File: config.mk
export PLATFORM = sky130hd
export DESIGN_NAME = mm_debug_req
export DESIGN_NICKNAME = d
export VERILOG_FILES = /design/src/design/mm_ram_pkg.sv /design/src/design/mm_debug_req.sv
export SDC_FILE = /design/constraint.sdc
export NUM_CORES = 1
export LEC_CHECK = 0
export BUFFER_PORTS_ARGS = -buffer_cell sky130_fd_sc_hd__clkbuf_2
export CELL_PAD_IN_SITES_DETAIL_PLACEMENT = 0
export CELL_PAD_IN_SITES_GLOBAL_PLACEMENT = 1
export CORE_MARGIN = 2
export CORE_UTILIZATION = 45
export DETAILED_ROUTE_END_ITERATION = 7
export PLACE_DENSITY_LB_ADDON = 0.1
export SLEW_MARGIN = 15
export SYNTH_ARGS = -nofsm -noshare
export SYNTH_HDL_FRONTEND = slang
export SYNTH_SLANG_ARGS = --single-unit
File: constraint.sdc
create_clock -name clk_i -period 4.67 [get_ports clk_i]
set_clock_uncertainty 0.05 [all_clocks]
set_input_delay 1.401 -clock clk_i [delete_from_list [all_inputs] [get_ports clk_i]]
set_output_delay 1.401 -clock clk_i [all_outputs]
set_load 0.005 [all_outputs]
File: src/design/mm_ram_pkg.sv
// memory model package: sizes, memory map, status codes and shared types
package mm_ram_pkg;

    // ----------------------------------------
    // sizes
    // ----------------------------------------
    localparam int RAM_ADDR_WIDTH = 12;
    localparam int DBG_ADDR_WIDTH = 8;
    localparam int XLEN           = 32;
    localparam int IRQ_WIDTH      = 32;
    localparam int IRQ_ID_WIDTH   = $clog2(IRQ_WIDTH);
    localparam int RAM_WORDS      = 2 ** (RAM_ADDR_WIDTH - 2);

    localparam logic [31:0] RAM_BYTES = 32'd1 << RAM_ADDR_WIDTH;
    localparam logic [31:0] DBG_BYTES = 32'd1 << DBG_ADDR_WIDTH;
    // debug code lives in the last DBG_BYTES of RAM
    localparam logic [RAM_ADDR_WIDTH-1:0] DBG_BASE = RAM_ADDR_WIDTH'(RAM_BYTES - DBG_BYTES);

    // ----------------------------------------
    // memory map
    // ----------------------------------------
    localparam logic [31:0] MMADDR_TESTSTATUS = 32'h2000_0000;
    localparam logic [31:0] MMADDR_EXIT       = 32'h2000_0004;
    localparam logic [31:0] MMADDR_TIMERREG   = 32'h1500_0000;
    localparam logic [31:0] MMADDR_TIMERVAL   = 32'h1500_0004;
    localparam logic [31:0] MMADDR_DBG        = 32'h1500_0008;
    localparam logic [31:0] MMADDR_TICKS      = 32'h1500_1004;

    localparam logic [31:0] TEST_PASS_CODE = 32'd123456789;
    localparam logic [31:0] TEST_FAIL_CODE = 32'd1;

    // debug control word fields
    localparam int DBG_VALUE_BIT = 31;
    localparam int DBG_PULSE_BIT = 30;
    localparam int DBG_DUR_MSB   = 28;
    localparam int DBG_DUR_LSB   = 16;
    localparam int DBG_DLY_MSB   = 14;
    localparam int DBG_DLY_LSB   = 0;

    typedef enum logic [1:0] {RSEL_RAM, RSEL_TICKS, RSEL_ERR} mm_rsel_e;

    typedef enum logic [1:0] {PER_TIMER_MASK, PER_TIMER_VAL, PER_DBG, PER_TICKS_CLR} mm_per_e;

    typedef struct packed {
        logic            valid;
        mm_per_e         target;
        logic [XLEN-1:0] wdata;
    } mm_per_wr_t;

endpackage

File: src/design/mm_debug_req.sv
// debug request sequencer: delayed level change or pulse on debug_req_o
`timescale 1ns/10ps

module mm_debug_req (
    input  logic                   clk_i,
    input  logic                   rst_ni,
    input  mm_ram_pkg::mm_per_wr_t per_wr_i,
    output logic                   debug_req_o
);

    logic [mm_ram_pkg::DBG_DLY_MSB-mm_ram_pkg::DBG_DLY_LSB:0] wr_delay;
    logic [mm_ram_pkg::DBG_DLY_MSB-mm_ram_pkg::DBG_DLY_LSB:0] delay_q;
    logic [mm_ram_pkg::DBG_DUR_MSB-mm_ram_pkg::DBG_DUR_LSB:0] wr_width;
    logic [mm_ram_pkg::DBG_DUR_MSB-mm_ram_pkg::DBG_DUR_LSB:0] width_q;
    logic                                                     value_q;
    logic                                                     start;

    assign wr_delay = per_wr_i.wdata[mm_ram_pkg::DBG_DLY_MSB:mm_ram_pkg::DBG_DLY_LSB];
    assign wr_width = per_wr_i.wdata[mm_ram_pkg::DBG_DUR_MSB:mm_ram_pkg::DBG_DUR_LSB];

    // only an idle sequencer takes a new control word
    assign start = per_wr_i.valid && (per_wr_i.target == mm_ram_pkg::PER_DBG) &&
                   (delay_q == '0) && (width_q == '0);

    always_ff @(posedge clk_i or negedge rst_ni) begin
        if (!rst_ni) begin
            delay_q     <= '0;
            width_q     <= '0;
            value_q     <= 1'b0;
            debug_req_o <= 1'b0;
        end else if (start) begin
            // zero delay and zero width both count as one
            delay_q <= (wr_delay == '0) ? 1 : wr_delay;
            value_q <= per_wr_i.wdata[mm_ram_pkg::DBG_VALUE_BIT];
            if (!per_wr_i.wdata[mm_ram_pkg::DBG_PULSE_BIT]) begin
                width_q <= '0;
            end else begin
                width_q <= (wr_width == '0) ? 1 : wr_width;
            end
        end else if (delay_q != '0) begin
            delay_q <= delay_q - 1'b1;
            if (delay_q == 1) begin
                debug_req_o <= value_q;
            end
        end else if (width_q != '0) begin
            width_q <= width_q - 1'b1;
            if (width_q == 1) begin
                debug_req_o <= !value_q;
            end
        end
    end

endmodule

==> impl_metrics.tcl <==
set metrics [dict create \
    synth-compound-area-share_pct 22.59 \
    dieWidth_microns 70.93 \
    grt_pass1_wl_microns 9218 \
    final_area_sq_um 2311 \
    cts_tree "built" \
    crit_slowest_cell "or4_1" \
    synth_edf_count 0 \
    synth_fp_nets 273 \
    instances_no_fill 318 \
    cts_resized 0 \
    outcome "finished, final reports clean" \
    muxShareOfSynthArea_pct 1.552 \
    yosysSeqAreaShare_pct 37.24 \
    vias 1973 \
    startpoint_type "flop" \
    final_core_util_pct 53.44 \
    syn_inst 230 \
    power_mw 0.6781 \
    gr-total-overflow 0 \
    cellPowerDensity_nw_per_um2 293.4 \
    syn_to_final_growth_pct 14.65 \
    die_y_microns 70.93 \
    drc 0 \
    antenna_cells 0 \
    n_fill_cell 440 \
    start_util_pct 46.61 \
    cts_root_buf "clkbuf_8" \
    num_rows 24 \
    synth_area_leader_cell "dfrtp_1" \
    cp_max_fo 11 \
    cts_buffer_depth 2 \
    grt_max_degree 31 \
    place_ws_ns 1.448 \
    period_share_pct 63.47 \
    post-route-min-period_ns 2.964 \
    cts_hold_buf 0 \
    synth_fa_ha_area_share_pct 3.724 \
    rsz0062_at_grt "false" \
    cp_cell_sequence "or3_1, nor4_4, o2111ai_1, or4_1, a22o_1" \
    layout_setup_ws_ns 1.706 \
    worst_pin_slew_ns 0.8939 \
    cpPeakStageDelay_ns 0.63 \
    placed_area_sq_um 2235 \
    insertion_delay_ns 0.28 \
    regArea_sq_um 750.7 \
    layout-drive-gt1-share_pct 20.30 \
    setup_viol 0 \
    peakVddDrop_v 0.0001844 \
    max_freq_mhz 337.4 \
    cp_data_required_time_ns 4.79 \
    drt-pass1-iter-count 4 \
    worstSetupPathType "flop to flop" \
    track_usage_pct 23.21 \
    wl_per_cell_microns 16.98 \
    synth_top_area_share_pct 37.24 \
    port_buffers 35 \
    grt_pass1_vias 1848 \
    p_leak_nw 1.050 \
    synthTopCellsByArea "dfrtp_1, nand2_1, o21ai_0" \
    avgViaCountPerCell 6.204 \
    cts_setup_buffers 0 \
    end_kind "flop" \
    numClockSinks 30 \
    hold_path_class "flop to flop" \
    placedCellCount 311 \
    tns_ns 0 \
    gp_congestion 0.8689 \
    syn_avg_cell_area_sq_um 8.764 \
    yosys.area_share.simple_pct 30.35 \
    yosysUniqueCellTypes 53 \
    drtAntennaViolNets 0 \
    core_sq_um 4324 \
    fin_hold_ws_ns 0.4794 \
    yosys_most_used_dff "dfrtp_1" \
    relSlewSlack_pct 39.85 \
    drt-total-wl_microns 5401 \
    hold_viol_final 0 \
    worstPathArrival_ns 3.08 \
    cap_violations 0 \
    dp_hpwl_microns 3983 \
    syn_area_sq_um 2016 \
    drv_slew 0 \
    nets 309 \
    async_flop_share_pct 100.0 \
    fp.dieArea_sq_um 5030 \
    ys_ff_latch 30 \
    synth_top_family_by_area "simple AND/OR/NAND/NOR gates" \
    drtIter0Drc 169 \
    multi_input_area_sq_um 1191 \
    io_pins 38 \
    ys_warn_count 0 \
    cts_made_buffers 5 \
    path_clk_slew_ns 0.07 \
    cts_htree_levels 2 \
    antenna_found_initial 0 \
    synthXorXnorAreaFrac_pct 0.8690 \
]
==> power by group <==
part	total, mW	switching, mW	internal [mW]
clock network	0.198	0.0951	0.102
registers	0.339	0.0423	0.296
logic	0.142	0.0796	0.0622
total	0.678	0.217	0.461
==> kinds of logic (layout without fill, tap and decap cells) <==
| group | count (synthesis) | after routing |
|---|---|---|
| fa+ha+maj | 6 | 6 |
| flops | 30 | 30 |
| xor+xnor | 2 | 2 |
| buf+inv | 17 | 53 |
| simple gates | 105 | 105 |
| mux | 3 | 3 |
| compound gates | 67 | 67 |
==> Yosys cell counts (all sizes together) (2+ instances only) <==
cell,number
nand3b,2
o41ai,2
nor3,14
o21ai,18
or4b,2
dfrtp,30
nor4b,2
nand3,6
or4,8
or3,3
nand4,4
a21oi,13
nor2,16
nor4,14
inv,8
ha,6
a221o,3
mux2i,2
o31a,2
o31ai,3
and3,2
nand2,25
a31oi,4
buf,3
clkbuf,6
nor3b,2
xnor2,2
a211oi,5
a22o,5
a22oi,2
==> path summary, 6_finish.rpt <==
check	startpoint	to	slack (ns)	depth (start not counted)
max in group asynchronous	rst_ni	delay_q[12]$_DFFE_PN0P_	2.94	1
setup / recovery	delay_q[5]$_DFFE_PN0P_	width_q[6]$_DFFE_PN0P_	1.71	5
min in group asynchronous	rst_ni	delay_q[4]$_DFFE_PN0P_	1.14	1
setup reg to reg	delay_q[5]$_DFFE_PN0P_	width_q[6]$_DFFE_PN0P_	1.71	5
hold / removal	width_q[1]$_DFFE_PN0P_	width_q[1]$_DFFE_PN0P_	0.48	2
hold reg to reg	width_q[1]$_DFFE_PN0P_	width_q[1]$_DFFE_PN0P_	0.48	2
==> final cells by class <==
cell class	count	share of cell area, %
inverters	8	1.299
clock buffers	7	3.303
multi-input cells	183	51.54
well taps	52	2.815
flip-flops and latches	30	32.49
repair buffers	38	8.554
==> critical path: cells and delay by family, from the launching register on <==
kind	cells	cell delay, ns
AOI/OAI and AO/OA	2	0.70
DFF	1	0.40
and+or+nand+nor	3	1.70
==> registers in the layout, indices dropped and copies added, names as in the netlist <==
register,count
delay_q,15
width_q,13
debug_req_o,1
value_q,1
==> cells in the final DEF (no fill, tap or decap), types with 3 or more instances in the layout <==
cell type and count:
a211oi_1 5, a21oi_1 13, a221o_1 3, a22o_1 5
a31oi_1 4, buf_4 3, clkbuf_2 35, clkbuf_8 5
dfrtp_1 30, ha_1 6, inv_1 8, nand2_1 25
nand3_1 6, nand4_1 4, nor2_1 16, nor3_1 14
nor4_1 11, o21ai_0 18, o31ai_1 3, or4_1 7
==> layer usage <==
metal | GRT usage (%) | part of all wire, %
met2 | 33.75 | 45
met5 | 0 | 0
met4 | 7.338 | 0.94
met3 | 5.556 | 5.3
met1 | 34.11 | 48
(Power assumes the default switching activity.)
