File: config.mk
export PLATFORM = sky130hd
export DESIGN_NAME = mm_addr_decode_flat
export DESIGN_NICKNAME = d
export VERILOG_FILES = /design/src/design/mm_ram_pkg.sv /design/src/design/mm_ram_bus_if.sv /design/src/design/mm_addr_decode.sv /design/src/flat_wrapper.sv
export SDC_FILE = /design/constraint.sdc
export NUM_CORES = 1
export LEC_CHECK = 0
export ABC_AREA = 0
export BUFFER_PORTS_ARGS = -buffer_cell sky130_fd_sc_hd__buf_2
export CAP_MARGIN = 15
export CORE_AREA = 2 2 116 118
export DETAILED_ROUTE_END_ITERATION = 6
export DIE_AREA = 0 0 118 120
export PLACE_DENSITY = 0.79
export SYNTH_ARGS = -nofsm -noshare
export SYNTH_HDL_FRONTEND = slang
export SYNTH_SLANG_ARGS = --single-unit
File: constraint.sdc
create_clock -name vclk -period 6.9
set_clock_uncertainty 0.15 [all_clocks]
set_input_delay 1.38 -clock vclk [all_inputs]
set_output_delay 1.38 -clock vclk [all_outputs]
set_load 0.02 [all_outputs]
File: src/design/mm_ram_pkg.sv
// memory model package: sizes, memory map, status codes and shared types
package mm_ram_pkg;

    // ----------------------------------------
    // sizes
    // ----------------------------------------
    localparam int RAM_ADDR_WIDTH = 12;
    localparam int DBG_ADDR_WIDTH = 8;
    localparam int XLEN           = 32;
    localparam int IRQ_WIDTH      = 32;
    localparam int IRQ_ID_WIDTH   = $clog2(IRQ_WIDTH);
    localparam int RAM_WORDS      = 2 ** (RAM_ADDR_WIDTH - 2);

    localparam logic [31:0] RAM_BYTES = 32'd1 << RAM_ADDR_WIDTH;
    localparam logic [31:0] DBG_BYTES = 32'd1 << DBG_ADDR_WIDTH;
    // debug code lives in the last DBG_BYTES of RAM
    localparam logic [RAM_ADDR_WIDTH-1:0] DBG_BASE = RAM_ADDR_WIDTH'(RAM_BYTES - DBG_BYTES);

    // ----------------------------------------
    // memory map
    // ----------------------------------------
    localparam logic [31:0] MMADDR_TESTSTATUS = 32'h2000_0000;
    localparam logic [31:0] MMADDR_EXIT       = 32'h2000_0004;
    localparam logic [31:0] MMADDR_TIMERREG   = 32'h1500_0000;
    localparam logic [31:0] MMADDR_TIMERVAL   = 32'h1500_0004;
    localparam logic [31:0] MMADDR_DBG        = 32'h1500_0008;
    localparam logic [31:0] MMADDR_TICKS      = 32'h1500_1004;

    localparam logic [31:0] TEST_PASS_CODE = 32'd123456789;
    localparam logic [31:0] TEST_FAIL_CODE = 32'd1;

    // debug control word fields
    localparam int DBG_VALUE_BIT = 31;
    localparam int DBG_PULSE_BIT = 30;
    localparam int DBG_DUR_MSB   = 28;
    localparam int DBG_DUR_LSB   = 16;
    localparam int DBG_DLY_MSB   = 14;
    localparam int DBG_DLY_LSB   = 0;

    typedef enum logic [1:0] {RSEL_RAM, RSEL_TICKS, RSEL_ERR} mm_rsel_e;

    typedef enum logic [1:0] {PER_TIMER_MASK, PER_TIMER_VAL, PER_DBG, PER_TICKS_CLR} mm_per_e;

    typedef struct packed {
        logic            valid;
        mm_per_e         target;
        logic [XLEN-1:0] wdata;
    } mm_per_wr_t;

endpackage

File: src/design/mm_ram_bus_if.sv
// decoded data-port access from the address decoder to the RAM
`timescale 1ns/10ps

interface mm_ram_bus_if;

    logic                                req;
    logic                                we;
    logic [mm_ram_pkg::XLEN/8-1:0]       be;
    logic [mm_ram_pkg::RAM_ADDR_WIDTH-1:0] addr;
    logic [mm_ram_pkg::XLEN-1:0]         wdata;
    // read data, one cycle after req
    logic [mm_ram_pkg::XLEN-1:0]         rdata;

    modport ctrl (
        output req, we, be, addr, wdata,
        input  rdata
    );

    modport mem (
        input  req, we, be, addr, wdata,
        output rdata
    );

endinterface

File: src/design/mm_addr_decode.sv
// address decoder: splits data requests into RAM, peripheral and status accesses
`timescale 1ns/10ps

module mm_addr_decode (
    input  logic                                  data_req_i,
    input  logic [31:0]                           data_addr_i,
    input  logic                                  data_we_i,
    input  logic [mm_ram_pkg::XLEN/8-1:0]         data_be_i,
    input  logic [mm_ram_pkg::XLEN-1:0]           data_wdata_i,
    input  logic [31:0]                           instr_addr_i,
    input  logic [31:0]                           dm_halt_addr_i,
    mm_ram_bus_if.ctrl                            bus,
    output logic [mm_ram_pkg::RAM_ADDR_WIDTH-1:0] instr_ram_addr_o,
    output mm_ram_pkg::mm_per_wr_t                per_wr_o,
    output mm_ram_pkg::mm_rsel_e                  rsel_o,
    output logic                                  tests_passed_o,
    output logic                                  tests_failed_o,
    output logic                                  exit_valid_o,
    output logic [mm_ram_pkg::XLEN-1:0]           exit_value_o
);

    function automatic logic in_dbg(input logic [31:0] addr, input logic [31:0] base);
        // unsigned offset also rejects addresses below the base
        return (addr - base) < mm_ram_pkg::DBG_BYTES;
    endfunction

    function automatic logic [mm_ram_pkg::RAM_ADDR_WIDTH-1:0] remap(
        input logic [31:0] addr,
        input logic [31:0] base
    );
        logic [31:0] off;
        off = addr - base;
        if (in_dbg(addr, base)) begin
            return off[mm_ram_pkg::RAM_ADDR_WIDTH-1:0] + mm_ram_pkg::DBG_BASE;
        end
        return addr[mm_ram_pkg::RAM_ADDR_WIDTH-1:0];
    endfunction

    logic data_is_ram;

    assign data_is_ram = (data_addr_i < mm_ram_pkg::RAM_BYTES) ||
                         in_dbg(data_addr_i, dm_halt_addr_i);

    assign instr_ram_addr_o = remap(instr_addr_i, dm_halt_addr_i);

    assign bus.we    = data_we_i;
    assign bus.be    = data_be_i;
    assign bus.wdata = data_wdata_i;
    assign bus.addr  = remap(data_addr_i, dm_halt_addr_i);

    always_comb begin
        bus.req         = 1'b0;
        per_wr_o.valid  = 1'b0;
        per_wr_o.target = mm_ram_pkg::PER_TIMER_MASK;
        per_wr_o.wdata  = data_wdata_i;
        rsel_o          = mm_ram_pkg::RSEL_RAM;
        tests_passed_o  = 1'b0;
        tests_failed_o  = 1'b0;
        exit_valid_o    = 1'b0;
        exit_value_o    = '0;

        // gnt follows req, so every request is taken here
        if (data_req_i && data_is_ram) begin
            bus.req = 1'b1;
        end else if (data_req_i && data_we_i) begin
            per_wr_o.valid = 1'b1;
            case (data_addr_i)
                mm_ram_pkg::MMADDR_TIMERREG: per_wr_o.target = mm_ram_pkg::PER_TIMER_MASK;
                mm_ram_pkg::MMADDR_TIMERVAL: per_wr_o.target = mm_ram_pkg::PER_TIMER_VAL;
                mm_ram_pkg::MMADDR_DBG:      per_wr_o.target = mm_ram_pkg::PER_DBG;
                mm_ram_pkg::MMADDR_TICKS:    per_wr_o.target = mm_ram_pkg::PER_TICKS_CLR;
                mm_ram_pkg::MMADDR_TESTSTATUS: begin
                    per_wr_o.valid = 1'b0;
                    tests_passed_o = (data_wdata_i == mm_ram_pkg::TEST_PASS_CODE);
                    tests_failed_o = (data_wdata_i == mm_ram_pkg::TEST_FAIL_CODE);
                end
                mm_ram_pkg::MMADDR_EXIT: begin
                    per_wr_o.valid = 1'b0;
                    exit_valid_o   = 1'b1;
                    exit_value_o   = data_wdata_i;
                end
                // unmapped write is dropped
                default: per_wr_o.valid = 1'b0;
            endcase
        end else if (data_req_i) begin
            rsel_o = (data_addr_i == mm_ram_pkg::MMADDR_TICKS) ? mm_ram_pkg::RSEL_TICKS
                                                               : mm_ram_pkg::RSEL_ERR;
        end
    end

endmodule

File: src/flat_wrapper.sv
// flat-port wrapper written by rule: the top's interface ports become plain ports
module mm_addr_decode_flat 
  (data_req_i, data_addr_i, data_we_i, data_be_i, data_wdata_i, instr_addr_i, dm_halt_addr_i, instr_ram_addr_o, per_wr_o, rsel_o, tests_passed_o, tests_failed_o, exit_valid_o, exit_value_o, bus_req, bus_we, bus_be, bus_addr, bus_wdata, bus_rdata);
  mm_ram_bus_if bus_i ();
  input  logic data_req_i;
  input  logic [31:0] data_addr_i;
  input  logic data_we_i;
  input  logic [mm_ram_pkg::XLEN/8-1:0] data_be_i;
  input  logic [mm_ram_pkg::XLEN-1:0] data_wdata_i;
  input  logic [31:0] instr_addr_i;
  input  logic [31:0] dm_halt_addr_i;
  output logic [mm_ram_pkg::RAM_ADDR_WIDTH-1:0] instr_ram_addr_o;
  output mm_ram_pkg::mm_per_wr_t per_wr_o;
  output mm_ram_pkg::mm_rsel_e rsel_o;
  output logic tests_passed_o;
  output logic tests_failed_o;
  output logic exit_valid_o;
  output logic [mm_ram_pkg::XLEN-1:0] exit_value_o;
  output wire logic [$bits(bus_i.req)-1:0] bus_req;
  output wire logic [$bits(bus_i.we)-1:0] bus_we;
  output wire logic [$bits(bus_i.be)-1:0] bus_be;
  output wire logic [$bits(bus_i.addr)-1:0] bus_addr;
  output wire logic [$bits(bus_i.wdata)-1:0] bus_wdata;
  input wire logic [$bits(bus_i.rdata)-1:0] bus_rdata;
  assign bus_req = bus_i.req;
  assign bus_we = bus_i.we;
  assign bus_be = bus_i.be;
  assign bus_addr = bus_i.addr;
  assign bus_wdata = bus_i.wdata;
  assign bus_i.rdata = bus_rdata;
  mm_addr_decode u_core (.data_req_i(data_req_i), .data_addr_i(data_addr_i), .data_we_i(data_we_i), .data_be_i(data_be_i), .data_wdata_i(data_wdata_i), .instr_addr_i(instr_addr_i), .dm_halt_addr_i(dm_halt_addr_i), .bus(bus_i), .instr_ram_addr_o(instr_ram_addr_o), .per_wr_o(per_wr_o), .rsel_o(rsel_o), .tests_passed_o(tests_passed_o), .tests_failed_o(tests_failed_o), .exit_valid_o(exit_valid_o), .exit_value_o(exit_value_o));
endmodule
==> results.cfg <==
[status]
outcome = finished clean

[floorplanning]
die_w_um = 118
die-area_um2 = 14200
boundaryPins = 300
die_h_um = 120
core_um2 = 13000
initial_core_util_pct = 44.1
rows = 42

[flow_run]
cap_violations = 0

[worst_setup_path]
max_stage_delay_ns = 0.41
crit_path_cell_trace = buf_2, inv_1, ha_1, fa_1, nor2b_1, o211ai_1, a31oi_1, o21ai_0, nand2b_1, xnor2_1, ha_2, o2111ai_1, a31oi_1, o21ai_0, nor3b_1, nand4_1, and4b_1, buf_12, mux2_2, buf_2
required_ns = 5.37
cp_slowest_cell = fa_1
critPathKind = in -> out
crit_path_end_kind = output port
startpoint_type = input pin
worstPathArrival_ns = 5.04
crit_path_max_fanout = 12

[power]
p_sw_mw = 0.356
p_clk_share_pct = 0
combPwrFrac_pct = 100.0
ir_drop_mv = 0.0488
power.switching_fraction_pct = 61.0
power_frac_seq_pct = 0
p_leak_nw = 3.09
power_per_cell_area_nw_per_um2 = 88.3
p_int_mw = 0.227

[clock_tree]
postCtsHoldBufs = 0
cts_setup_buffers = 0
cts_resized = 0

[yosys]
synthesis.area_um2 = 5730
yosys-top-cells-area = ha_1, buf_4, a21oi_1
ys_warn_count = 0
yosys.area.top_type = ha_1
synth_area_per_cell_um2 = 6.79
syn_inst = 844
seq_area_frac_synth_pct = 0
synthMostInstantiatedCell = a21oi_1
yosys.area.top_type_share_pct = 14.0
syn-num-nets = 1076
synth_commonest_cells = a21oi_1, buf_4, ha_1
ys_types = 84

[timing]
fin_setup_tns_ns = 0
tightest_slew_ns = 0.661
max_slew_margin_pct = 55.9
fmax_mhz = 152
rsz0062_at_grt = false
min_period_ns = 6.57
finalMaxSlewViolations = 0
finalSetupViolCount = 0
finalHoldViolCount = 0
finalCritPeriodShare_pct = 95.3
setup_ws_ns = 0.327

[placement]
dpl-instance-area_um2 = 6600
place.gp.congestion = 0.936
hpwl_mm = 17.0
portBuffers = 260
place_ws_ns = 0.351

[layout]
seq_cells = 0
regArea_um2 = 0
n_antenna_cell = 0
clock_buffers = 0
nets = 1236
fill_cells = 1344
multi_input_area_um2 = 4780
final_core_util_pct = 50.8
finish.instance_area_um2 = 6600
final_layout_size_suffix_gt1_share_pct = 31.8
areaGrowthSynthToFinish_pct = 15.2

[detailed_routing]
ant_nets = 0
first_pass_iters = 6
avgViaCountPerCell = 5.80
drtIter0Drc = 456
wl_mm = 20.0
drc = 0
vias = 6836
wl_per_cell_um = 16.9

[grt]
grt_max_degree = 41
gr-usage-all-layers_pct = 26.1
antenna_found_initial = 0
use_met3_pct = 2.85
grt-busiest-layer = met2
gr-total-overflow = 0
grt_pass1_wl_mm = 30.8
met2_usage_pct = 48.9
grt_pass1_vias = 6072
met1_usage_pct = 32.5

[hold_path]
hp-class = in -> out
==> layer usage <==
layer / share of wire [%] / routed length (um) / vias up
met5: 0 / 0 / -
met1: 41 / 8250 / 3101
met2: 50 / 9890 / 336
met3: 7.5 / 1500 / 23
li1: - / - / 3376
met4: 1.5 / 309 / 0
==> final timing paths <==
| path | start | endpoint | slack [ns] | depth (start not counted) |
|---|---|---|---|---|
| setup / recovery | instr_addr_i[0] | instr_ram_addr_o[2] | 0.33 | 20 |
| hold / removal | data_be_i[2] | bus_be[2] | 2.61 | 0 |
==> worst max-delay path, delay by kind of cell <==
family	cells	cell delay, ns
AO/OA/AOI/OAI	6	0.91
XOR/XNOR	1	0.19
adder cells (fa/ha/maj)	3	0.91
buffers and inverters	4	0.44
multiplexers	1	0.33
AND/OR/NAND/NOR	5	0.88
==> cell type report <==
type,count,area share (%)
well taps,176,3.34
inverters,54,3.07
repair buffers,269,21.1
multi-input cells,679,72.5
==> per-stage QoR <==
| stage | hold WS, ns | instances | power [mW] |
|---|---|---|---|
| 2_1_floorplan | 2.72 | 844 | 0.430 |
| 3_3_place_gp | 2.61 | 1178 | 0.568 |
| 3_5_place_dp | 2.61 | 1178 | 0.570 |
| 4_1_cts | 2.61 | 1178 | 0.574 |
| 5_1_grt | 2.61 | 1178 | 0.636 |
| 6_report | 2.61 | 1178 | 0.583 |
==> logic make-up (layout without fill, tap and decap cells) <==
| family | after synthesis | count (layout) | share of synthesized area [%] |
|---|---|---|---|
| multiplexers | 28 | 28 | 5.68 |
| buffers and inverters | 165 | 323 | 16.6 |
| adder cells (fa/ha/maj) | 66 | 66 | 14.7 |
| AO/OA/AOI/OAI | 223 | 223 | 26.0 |
| XOR/XNOR | 45 | 45 | 6.88 |
| AND/OR/NAND/NOR | 317 | 317 | 30.1 |
==> power groups by stage <==
stage | clock (mW) | combinational [mW] | sequential (mW)
floorplan | 0 | 0.430 | 0
global placement | 0 | 0.568 | 0
detailed placement | 0 | 0.570 | 0
CTS | 0 | 0.574 | 0
global route | 0 | 0.636 | 0
finish | 0 | 0.583 | 0
==> placed cells by master, fill, tap and decap left out, types with 19 or more instances in the layout <==
master	synthesis	final
a21oi_1	71	71
buf_2	7	260
inv_1	54	54
nor3_1	46	46
nand4_1	24	24
o21ai_0	50	50
ha_1	64	63
xor2_1	19	19
xnor2_1	26	26
nor4_1	19	19
nor2_1	39	39
nand3_1	54	54
nand2_1	55	55
Note: power is estimated with default switching activity, not from simulation.
