## config.mk

```make
export PLATFORM = sky130hd
export DESIGN_NAME = mm_read_return
export DESIGN_NICKNAME = d
export VERILOG_FILES = /design/src/design/mm_ram_pkg.sv /design/src/design/mm_read_return.sv
export SDC_FILE = /design/constraint.sdc
export NUM_CORES = 1
export LEC_CHECK = 0
export ABC_AREA = 0
export BUFFER_PORTS_ARGS = -buffer_cell sky130_fd_sc_hd__buf_2
export CORE_UTILIZATION = 42
export DETAILED_ROUTE_END_ITERATION = 16
export PLACE_DENSITY = 0.85
export SLEW_MARGIN = 20
export SYNTH_ARGS = -nofsm -noshare
export SYNTH_HDL_FRONTEND = slang
export SYNTH_SLANG_ARGS = --single-unit
```

## constraint.sdc

```tcl
create_clock -name clk_i -period 1.45 [get_ports clk_i]
set_clock_uncertainty 0.1 [all_clocks]
set_input_delay 0.29 -clock clk_i [delete_from_list [all_inputs] [get_ports clk_i]]
set_output_delay 0.29 -clock clk_i [all_outputs]
set_load 0.005 [all_outputs]
```

## src/design/mm_ram_pkg.sv

```systemverilog
// memory model package: sizes, memory map, status codes and shared types
package mm_ram_pkg;

    // ----------------------------------------
    // sizes
    // ----------------------------------------
    localparam int RAM_ADDR_WIDTH = 12;
    localparam int DBG_ADDR_WIDTH = 8;
    localparam int XLEN           = 32;
    localparam int IRQ_WIDTH      = 32;
    localparam int IRQ_ID_WIDTH   = $clog2(IRQ_WIDTH);
    localparam int RAM_WORDS      = 2 ** (RAM_ADDR_WIDTH - 2);

    localparam logic [31:0] RAM_BYTES = 32'd1 << RAM_ADDR_WIDTH;
    localparam logic [31:0] DBG_BYTES = 32'd1 << DBG_ADDR_WIDTH;
    // debug code lives in the last DBG_BYTES of RAM
    localparam logic [RAM_ADDR_WIDTH-1:0] DBG_BASE = RAM_ADDR_WIDTH'(RAM_BYTES - DBG_BYTES);

    // ----------------------------------------
    // memory map
    // ----------------------------------------
    localparam logic [31:0] MMADDR_TESTSTATUS = 32'h2000_0000;
    localparam logic [31:0] MMADDR_EXIT       = 32'h2000_0004;
    localparam logic [31:0] MMADDR_TIMERREG   = 32'h1500_0000;
    localparam logic [31:0] MMADDR_TIMERVAL   = 32'h1500_0004;
    localparam logic [31:0] MMADDR_DBG        = 32'h1500_0008;
    localparam logic [31:0] MMADDR_TICKS      = 32'h1500_1004;

    localparam logic [31:0] TEST_PASS_CODE = 32'd123456789;
    localparam logic [31:0] TEST_FAIL_CODE = 32'd1;

    // debug control word fields
    localparam int DBG_VALUE_BIT = 31;
    localparam int DBG_PULSE_BIT = 30;
    localparam int DBG_DUR_MSB   = 28;
    localparam int DBG_DUR_LSB   = 16;
    localparam int DBG_DLY_MSB   = 14;
    localparam int DBG_DLY_LSB   = 0;

    typedef enum logic [1:0] {RSEL_RAM, RSEL_TICKS, RSEL_ERR} mm_rsel_e;

    typedef enum logic [1:0] {PER_TIMER_MASK, PER_TIMER_VAL, PER_DBG, PER_TICKS_CLR} mm_per_e;

    typedef struct packed {
        logic            valid;
        mm_per_e         target;
        logic [XLEN-1:0] wdata;
    } mm_per_wr_t;

endpackage

```

## src/design/mm_read_return.sv

```systemverilog
// response side: rvalid generation and data-port read mux
`timescale 1ns/10ps

module mm_read_return (
    input  logic                        clk_i,
    input  logic                        rst_ni,
    input  logic                        data_req_i,
    input  logic                        instr_req_i,
    input  mm_ram_pkg::mm_rsel_e        rsel_i,
    input  logic [mm_ram_pkg::XLEN-1:0] ram_rdata_i,
    input  logic [mm_ram_pkg::XLEN-1:0] ticks_i,
    output logic                        data_rvalid_o,
    output logic [mm_ram_pkg::XLEN-1:0] data_rdata_o,
    output logic                        instr_rvalid_o
);

    mm_ram_pkg::mm_rsel_e        rsel_q;
    logic [mm_ram_pkg::XLEN-1:0] ticks_q;

    always_ff @(posedge clk_i or negedge rst_ni) begin
        if (!rst_ni) begin
            data_rvalid_o  <= 1'b0;
            instr_rvalid_o <= 1'b0;
            rsel_q         <= mm_ram_pkg::RSEL_RAM;
        end else begin
            data_rvalid_o  <= data_req_i;
            instr_rvalid_o <= instr_req_i;
            if (data_req_i) begin
                rsel_q <= rsel_i;
            end
        end
    end

    // tick value as seen at the grant edge
    always_ff @(posedge clk_i) begin
        if (data_req_i && (rsel_i == mm_ram_pkg::RSEL_TICKS)) begin
            ticks_q <= ticks_i;
        end
    end

    always_comb begin
        case (rsel_q)
            mm_ram_pkg::RSEL_RAM:   data_rdata_o = ram_rdata_i;
            mm_ram_pkg::RSEL_TICKS: data_rdata_o = ticks_q;
            // error reads return zero
            default:                data_rdata_o = '0;
        endcase
    end

endmodule

```

==> results of run 1 <==
-- worst max-delay path, cell delays in order (launching register included) --
cell     delay (ns)
dfrtp_2        0.45
buf_12         0.17
mux2i_2        0.23
nor2_1         0.06
buf_2          0.12
-- per-stage QoR --
step / worst slack, ns / instance area (µm²) / power, mW / util, % / hold slack [ns]
2_1_floorplan: 0.0885 / 1630 / 1.46 / - / -0.106
3_3_place_gp: 0.0967 / 2190 / 1.65 / 59.3 / 0.00241
3_5_place_dp: 0.0642 / 2190 / 1.66 / 59.3 / 0.00878
4_1_cts: -0.251 / 2330 / 2.61 / 63.3 / 0.0633
5_1_grt: -0.335 / 2370 / 2.71 / 64.2 / 0.0576
6_report: -0.260 / 2370 / 2.60 / 64.2 / 0.0767
-- state kept, by name, summed over array words and instances (netlist names) --
| register | flops |
|---|---|
| ticks_q | 32 |
| rsel_q | 2 |
| data_rvalid_o | 1 |
| instr_rvalid_o | 1 |
-- logic make-up after synthesis --
kind of cell,count (synthesis),share of synthesized area (%)
flip-flops,36,65.5
AND/OR/NAND/NOR,34,7.88
multiplexers,33,20.5
buffers and inverters,9,5.80
AO/OA/AOI/OAI,1,0.309
-- cells in the mapped netlist --
| library cell | instances | area [µm²] |
|---|---|---|
| mux2i_1 | 32 | 320 |
| inv_1 | 1 | 3.75 |
| buf_2 | 3 | 15.0 |
| edfxtp_1 | 32 | 961 |
| nor2_1 | 33 | 124 |
| buf_6 | 1 | 11.3 |
| nand2_1 | 1 | 3.75 |
| dfrtp_1 | 4 | 100 |
| mux2_2 | 1 | 11.3 |
| o21ai_0 | 1 | 5.00 |
| clkbuf_1 | 1 | 3.75 |
| buf_12 | 3 | 60.1 |
-- power by group through the flow --
| stage | sequential, mW | clock, mW | combinational [mW] |
|---|---|---|---|
| after floorplan | 1.22 | 0 | 0.240 |
| after detailed placement | 1.23 | 0 | 0.430 |
| final | 1.21 | 0.947 | 0.449 |
| after global placement | 1.22 | 0 | 0.421 |
| after CTS | 1.21 | 0.966 | 0.436 |
| after global routing | 1.21 | 1.01 | 0.489 |
-- final timing paths --
| kind | from | slack (ns) | end | cells after the start |
|---|---|---|---|---|
| max in group asynchronous | rst_ni | 0.86 | rsel_q[0] | 2 |
| worst max register to register | rsel_q[1] | 0.42 | rsel_q[1] | 2 |
| worst min register to register | rsel_q[1] | 0.62 | rsel_q[1] | 2 |
| min in group asynchronous | rst_ni | 0.25 | data_rvalid_o | 2 |
| worst max-delay path | rsel_q[0] | -0.26 | data_rdata_o[28] | 4 |
| worst min-delay path | ticks_i[9] | 0.08 | ticks_q[9] | 1 |
-- layer usage --
metal / vias up / GRT usage [%] / share of wire (%)
li1: 616 / - / -
met5: - / 0 / 0
met2: 67 / 32.8 / 52
met4: 0 / 7.95 / 2.3
met1: 571 / 17.7 / 38
met3: 10 / 5.89 / 7.3
-- cell type report --
| class | instances | area (µm²) |
|---|---|---|
| inverters | 1 | 3.75 |
| fillers | 306 | 1320 |
| flip-flops and latches | 36 | 1060 |
| clock inverters | 1 | 30.0 |
| repair buffers | 111 | 636 |
| well taps | 48 | 60.1 |
| clock buffers | 7 | 96.3 |
| multi-input cells | 68 | 479 |
-- what timing repair did --
| action | in CTS | in global routing |
|---|---|---|
| setup endpoints to repair | 32 | 32 |
| hold buffers | 2 | 0 |
| pin swaps | 0 | 0 |
| resized for setup | 0 | 2 |
| endpoints found under the hold margin | 5 | 0 |
| gates cloned | 0 | 1 |
==> run summary, run 1 <==
status - finished with violations
failing checks - negative setup slack
CORE AREA - 3690 µm²
Clock power frac - 36.4%
post-CTS setup buffer count - 0
Static Leak - 1.13 nW
die area - 4110 µm²
Worst Path Arrival - 1.32 ns
nets@finish - 293
commonest non-fill, non-tap cell in the layout - buf_2
TNS Setup - -7.11 ns
Least-Margin Pin Slew - 0.204 ns
P_sw - 0.561 mW
register share of total power - 46.4%
largest net degree at the start of global routing - 33
#FFs+latches synth - 36
Cell variety after synth - 12
Gate power share - 17.2%
worst-skew pair later-pin latency - 0.28 ns
Max VDD drop - 0.846 mV
H-tree lvl count - 2
Die Y - 64.1 µm
Final WS setup - -0.260 ns
fraction of layout cells with a size suffix above 1 - 54.5%
CTS Buf Count - 5
Startpoint Class - flip-flop
Slew Viols, Final - 0
grt ovf - 0
Int Pwr - 2.04 mW
synth-to-layout area growth - 46.2%
Mapped Nets - 183
Slew HR - 86.4%
final worst path period share - 118%
number of remaining DRC errors - 0
First-pass DRT Iterations - 4
most frequent cells in the layout - buf_2 (103), nor2_1 (32), edfxtp_1 (32), mux2i_1 (30), clkbuf_8 (7)
initial core utilization - 43.9%
Root Buffer - clkbuf_8
Routability Congestion - 0.726
Yosys warnings - 0
hpwl dp - 2.62 mm
Clock Path Buffers - 2
# port buffers - 103
Max Fclk - 585 MHz
CP Data Required Time - 1.06 ns
Max Cap Violations - 0
initial DRC count - 34
initial antenna violation count - 0
die width - 64.1 µm
RSZ-0062 raised after global routing - yes
critical path endpoint category - output port
Setup violations, final - 32
Syn Area/Cell - 14.3 µm²
first-pass GRT wire length - 5.24 mm
fin crit period - 1.71 ns
Post-Syn Area - 1620 µm²
vias per cell - 4.65
CP max FO - 13
Vias - 1,264
Mapped Cells - 113
diode count - 0
# IOs - 104
non-filler cells, final - 272
sequential element share of the synthesized area - 65.5%
Clock Sink Count - 36
final wirelength - 3.70 mm
WL per Instance - 13.6 µm
vias in the first global route - 1,167
pwr/cell area - 1100 nW/µm²
Crit Path Class - reg -> out
post-route ant nets - 0
switching fraction of total power - 21.5%
CTS tree - built
clock-pin slew on the worst setup and hold paths - 0.07 ns
Cells after DPL - 261
Global Route Usage Sum - 17.7%
HP Class - in -> reg
cell row count - 22
Final Hold Viols - 0
No activity file was read; power rests on OpenSTA's default activity.
==> run 2, diff against run 1 <==
--- a/config.mk
+++ b/config.mk
@@ -14,3 +14,4 @@
 export SYNTH_ARGS = -nofsm -noshare
 export SYNTH_HDL_FRONTEND = slang
 export SYNTH_SLANG_ARGS = --single-unit
+export TNS_END_PERCENT = 30
==> run summary, run 2 (synthesis gave the netlist of run 1 again) <==
CTS Buf Count - 5 (unchanged)
Startpoint Class - flip-flop
H-tree lvl count - 2 (unchanged)
Setup violations, final - 32 (unchanged)
Die Y - 64.1 µm (unchanged)
multi-input logic area - 479 µm² (unchanged)
WL per Instance - 13.7 µm (+0.38%)
final worst path period share - 118% (+0.18 points)
worst-skew pair later-pin latency - 0.28 ns (about the same)
Worst Path Arrival - 1.32 ns (about the same)
Static Leak - 1.13 nW (about the same)
pwr/cell area - 1100 nW/µm² (about the same)
Max Cap Violations - 0 (unchanged)
# fillers - 306 (unchanged)
initial core utilization - 43.9% (unchanged)
commonest non-fill, non-tap cell in the layout - buf_2
critical path endpoint category - output port
Crit Path Class - reg -> out
vias per cell - 4.60 (-1.0%)
number of remaining DRC errors - 0 (unchanged)
synth-to-layout area growth - 46.2% (unchanged)
Slew HR - 86.2% (-0.23 points)
CP max stage cell - dfrtp_2
# port buffers - 103 (unchanged)
Clock Sink Count - 36 (unchanged)
Root Buffer - clkbuf_8
most frequent cells in the layout - buf_2 (103), nor2_1 (32), edfxtp_1 (32), mux2i_1 (30), clkbuf_8 (7)
failing checks - negative setup slack
post-route ant nets - 0 (unchanged)
Max Fclk - 584 MHz (-0.15%)
first-pass GRT wire length - 5.24 mm (unchanged)
critical-path cell list - buf_12 -> mux2i_2 -> nor2_1 -> buf_2
Storage cell area - 1060 µm² (unchanged)
WP buf/inv - 2 (unchanged)
post-CTS setup buffer count - 0 (unchanged)
crit-path leading delay family - flip-flops
largest net degree at the start of global routing - 33 (unchanged)
max incr delay on CP - 0.45 ns (about the same)
fraction of layout cells with a size suffix above 1 - 54.5% (unchanged)
vias in the first global route - 1,166 (-0.086%)
First-pass DRT Iterations - 3 (-1)
Least-Margin Pin Slew - 0.208 ns (+0.00342 ns)
CORE AREA - 3690 µm² (unchanged)
die width - 64.1 µm (unchanged)
Top reg by flops - ticks_q
die area - 4110 µm² (unchanged)
CTS tree - built
Max VDD drop - 0.844 mV (-0.28%)
Routability Congestion - 0.726 (unchanged)
max reg flops - 32 (unchanged)
Final Cell Area - 2370 µm² (unchanged)
Final WS setup - -0.263 ns (-0.00257 ns)
final wirelength - 3.72 mm (+0.38%)
CP Data Required Time - 1.06 ns (about the same)
Slew Viols, Final - 0 (unchanged)
HP Class - in -> reg
# IOs - 104 (unchanged)
grt ovf - 0 (unchanged)
hpwl dp - 2.62 mm (unchanged)
top flop regs - ticks_q x32, rsel_q x2
fin crit period - 1.71 ns (+0.00257 ns)
diode count - 0 (unchanged)
non-filler cells, final - 272 (unchanged)
Final Hold Viols - 0 (unchanged)
Cells after DPL - 261 (unchanged)
TNS Setup - -7.10 ns (+0.00945 ns)
RSZ-0062 raised after global routing - yes
WHS - 0.0770 ns (+0.000340 ns)
cell row count - 22 (unchanged)
CP max FO - 13 (unchanged)
initial antenna violation count - 0 (unchanged)
status - finished with violations
Clock Path Buffers - 2 (unchanged)
Cell Area, Placed - 2190 µm² (unchanged)
clock-pin slew on the worst setup and hold paths - 0.07 ns (about the same)
Global Route Usage Sum - 17.8% (+0.039 points)
Vias - 1,251 (-1.0%)
initial DRC count - 26 (-24%)
nets@finish - 293 (unchanged)
[run 2: cell counts in the layout (fill, tap and decap cells not counted)]
No cell type changed its count.
[run 2: path summary, 6_finish.rpt]
kind | start | to | depth (start not counted) | slack, ns
min reg2reg | rsel_q[1] | rsel_q[1] | 2 | 0.62
min in group asynchronous | rst_ni | data_rvalid_o | 2 | 0.25
min | ticks_i[9] | ticks_q[9] | 1 | 0.08
max reg2reg | rsel_q[1] | rsel_q[1] | 2 | 0.42
max | rsel_q[0] | data_rdata_o[28] | 4 | -0.26
max in group asynchronous | rst_ni | rsel_q[0] | 2 | 0.86
[run 2: layer usage]
layer	GRT usage (%)	part of all wire, %	up-vias
li1	-	-	618
met1	18.0	39	556
met3	5.89	7.2	10
met2	32.7	52	67
met5	0	0	-
met4	7.95	2.3	0
[run 2: cell type report]
cell class                 instances  share of cell area (%)
timing repair buffer             111                    26.8
clock inverter                     1                    1.27
inverter                           1                   0.159
multi-input combinational         68                    20.2
tap                               48                    2.54
clock buffer                       7                    4.07
sequential                        36                    44.9
[run 2: report_power, final]
group / total, mW / leakage [nW] / internal [mW] / switching, mW
Combinational: 0.449 / 0.726 / 0.250 / 0.199
Clock: 0.945 / 0.0645 / 0.606 / 0.338
Sequential: 1.21 / 0.340 / 1.19 / 0.0213
Total: 2.60 / 1.13 / 2.04 / 0.559
[run 2: metrics by stage]
step           setup slack (ns)  total power, mW  utilization, %
5_1_grt                  -0.335             2.71            64.2
4_1_cts                  -0.251             2.61            63.3
3_3_place_gp             0.0967             1.65            59.3
2_1_floorplan            0.0885             1.46               -
6_report                 -0.263             2.60            64.2
3_5_place_dp             0.0642             1.66            59.3
[run 2: what timing repair did]
action                                  in CTS  in global routing
hold endpoints to repair                     5                  0
hold buffers                                 2                  0
pin swaps                                    0                  1
endpoints found under the setup margin      32                 32
cloned                                       0                  1
resized for setup                            0                  2
[run 2: worst register-to-register path: stages, from the launching register on]
cell and delay, ns:
dfrtp_1 0.37, buf_4 0.18, mux2_2 0.27
==> run 3, diff against run 2 <==
--- a/config.mk
+++ b/config.mk
@@ -5,11 +5,13 @@
 export SDC_FILE = /design/constraint.sdc
 export NUM_CORES = 1
 export LEC_CHECK = 0
-export ABC_AREA = 0
+export ABC_AREA = 1
 export BUFFER_PORTS_ARGS = -buffer_cell sky130_fd_sc_hd__buf_2
-export CORE_UTILIZATION = 42
+export CORE_ASPECT_RATIO = 1.4
+export CORE_UTILIZATION = 41
 export DETAILED_ROUTE_END_ITERATION = 16
-export PLACE_DENSITY = 0.85
+export HOLD_SLACK_MARGIN = 0.08
+export PLACE_DENSITY = 0.84
 export SLEW_MARGIN = 20
 export SYNTH_ARGS = -nofsm -noshare
 export SYNTH_HDL_FRONTEND = slang
==> run summary, run 3 <==
post-route ant nets - 0 (unchanged)
Yosys warnings - 0 (unchanged)
top flop regs - ticks_q x32, rsel_q x2
HP Class - in -> reg
die area - 4100 µm² (-0.16%)
register share of total power - 51.0% (+4.6 points)
CP max FO - 28 (+15)
Global Route Usage Sum - 20.0% (+2.2 points)
Top Metal Used - met4
area share of the largest cell type after synthesis - 61.0% (+1.6 points)
sequential element share of the synthesized area - 67.3% (+1.8 points)
grt ovf - 0 (unchanged)
status - finished with violations
switching fraction of total power - 23.7% (+2.2 points)
first-pass GRT wire length - 5.59 mm (+6.6%)
largest net degree at the start of global routing - 29 (-12%)
CORE AREA - 3680 µm² (-0.34%)
# port buffers - 103 (unchanged)
nets@finish - 361 (+23%)
Hold Crit Endpoint - ticks_q[11]
Worst Path Arrival - 1.26 ns (-0.06 ns)
fin crit period - 1.65 ns (-0.0628 ns)
Slew Viols, Final - 0 (unchanged)
final wirelength - 3.93 mm (+5.8%)
Cell variety after synth - 11 (-1)
Gate power share - 21.8% (+4.5 points)
Vias - 1,546 (+24%)
most frequent cells in the layout - buf_2 (103), nand2_1 (66), dlygate4sd3_1 (33), edfxtp_1 (32), nand3_1 (31)
Clock Path Buffers - 2 (unchanged)
failing checks - negative setup slack
Worst R2R Path Depth - 3 (+1)
Max VDD drop - 0.818 mV (-3.1%)
die width - 54.4 µm (-15%)
Crit Path Class - reg -> out
Max Cap Violations - 0 (unchanged)
TNS Setup - -5.80 ns (+1.30 ns)
Post-Syn Area - 1580 µm² (-2.6%)
leading area contributor after synthesis - edfxtp_1
Hold Path Cell Cnt - 1 (unchanged)
Die Y - 75.4 µm (+18%)
final worst path period share - 114% (-4.3 points)
# fillers - 281 (-8.2%)
H-tree lvl count - 2 (unchanged)
non-filler cells, final - 334 (+23%)
max reg flops - 32 (unchanged)
Final Hold Viols - 0 (unchanged)
Clock Sink Count - 36 (unchanged)
Cells after DPL - 293 (+12%)
vias per cell - 4.63 (+0.64%)
Root Buffer - clkbuf_8
RSZ-0062 raised after global routing - yes
Final WS setup - -0.200 ns (+0.0628 ns)
hpwl dp - 2.70 mm (+2.9%)
WL per Instance - 11.8 µm (-14%)
cell with the most instances after synthesis - nand2_1
Slew HR - 90.1% (+3.9 points)
critical path endpoint category - output port
#FFs+latches synth - 36 (unchanged)
worst reg2reg setup slack - 0.49 ns (+0.07 ns)
Max Fclk - 606 MHz (+3.8%)
HP Start - ticks_i[11]
Final Cell Area - 2610 µm² (+10%)
synth-to-layout area growth - 65.4%
Reg-to-Reg End - rsel_q[0]
fraction of registers with async set/reset - 11.1% (unchanged)
P_sw - 0.561 mW (+0.28%)
WHS - 0.0916 ns (+0.0146 ns)
clock-pin slew on the worst setup and hold paths - 0.06 ns (about the same)
diode count - 0 (unchanged)
Syn Area/Cell - 10.5 µm² (-27%)
Met2 Wirelength - 2.24 mm (+16%)
multi-input logic area - 445 µm² (-7.0%)
top cells by area, synth - edfxtp_1 (61%), nand2_1 (16%), nand3_1 (10%)
Top FF cell, synth - edfxtp_1
Setup violations, final - 32 (unchanged)
initial core utilization - 42.9% (-1.0 points)
CTS tree - built
initial antenna violation count - 0 (unchanged)
First-pass DRT Iterations - 4 (+1)
Post-Route Utilization - 70.9% (+6.8 points)
CP Data Required Time - 1.06 ns (about the same)
post-CTS setup buffer count - 0 (unchanged)
initial DRC count - 16 (-38%)
# IOs - 104 (unchanged)
met1 wire length - 1.35 mm (-6.3%)
commonest non-fill, non-tap cell in the layout - buf_2
CTS Buf Count - 5 (unchanged)
EDFF count, synth - 32 (unchanged)
cell row count - 26 (+18%)
Storage cell area - 1060 µm² (unchanged)
Top reg by flops - ticks_q
top cells by count, synth - nand2_1 (66), edfxtp_1 (32), nand3_1 (32)
Mapped Cells - 150 (+33%)
vias in the first global route - 1,365 (+17%)
number of remaining DRC errors - 0 (unchanged)
Routability Congestion - 0.764 (+5.1%)
reg-to-reg startpoint - rsel_q[0]
Cell Area, Placed - 2190 µm² (about the same)
Overall Power - 2.37 mW (-9.0%)
pwr/cell area - 908 nW/µm² (-17%)
fraction of layout cells with a size suffix above 1 - 41.4% (-13 points)
WL met3 - 189 µm (-29%)
DP Worst Slack - 0.0985 ns (+0.0343 ns)
Clock power frac - 27.2% (-9.1 points)
Least-Margin Pin Slew - 0.149 ns (-0.0590 ns)
Int Pwr - 1.81 mW (-12%)
worst-skew pair later-pin latency - 0.28 ns (about the same)
Mapped Nets - 220 (+20%)
Static Leak - 1.29 nW (+14%)
Startpoint Class - flip-flop
==> run 3: worst max path at each step <==
stage	start	end	cells after the start
6_report	rsel_q[1]	data_rdata_o[4]	5
5_1_grt	rsel_q[1]	data_rdata_o[17]	5
4_1_cts	rsel_q[1]	data_rdata_o[4]	5
3_5_place_dp	rsel_q[1]	data_rdata_o[4]	5
3_3_place_gp	rsel_q[0]	data_rdata_o[20]	4
2_1_floorplan	data_req_i	ticks_q[0]	2
==> run 3: cells by family (layout without fill, tap and decap cells) <==
kind of cell,after synthesis,after routing,share of synthesized area (%)
AND/OR/NAND/NOR,100,100,26.8
AO/OA/AOI/OAI,2,2,0.635
buffers and inverters,12,154,5.24
flip-flops,36,36,67.3
==> run 3: critical path, cell delays in order, from the launching register on <==
cell and delay [ns]:
dfrtp_1 0.42, nor2_4 0.15, buf_12 0.17, nand2_1 0.07, nand2_1 0.05, buf_2 0.10
==> run 3: final cells by class <==
cell class                 count  area share (%)
clock inverter                 1           0.144
sequential                    36            40.7
clock buffer                   7            2.93
inverter                       2           0.288
timing repair buffer         144            36.8
tap                           42            2.02
multi-input combinational    102            17.1
==> run 3: timing repair <==
action                                 in CTS  in global routing
setup endpoints to repair                  32                 32
endpoints found under the hold margin      28                  8
pin swaps                                   0                  0
resized for setup                           0                  3
hold buffers                               25                  8
cloned                                      0                  0
==> run 3: power groups by stage <==
stage | registers (mW) | logic, mW | clock network, mW
2_1_floorplan | 1.22 | 0.211 | 0
3_3_place_gp | 1.22 | 0.435 | 0
3_5_place_dp | 1.23 | 0.445 | 0
4_1_cts | 1.20 | 0.498 | 0.669
5_1_grt | 1.21 | 0.581 | 0.719
6_report | 1.21 | 0.517 | 0.644
==> run 3: per-layer routing <==
layer | track usage, % | vias up
met5 | 0 | -
met4 | 13.7 | 0
met3 | 4.59 | 15
li1 | - | 787
met2 | 36.3 | 64
met1 | 19.2 | 680
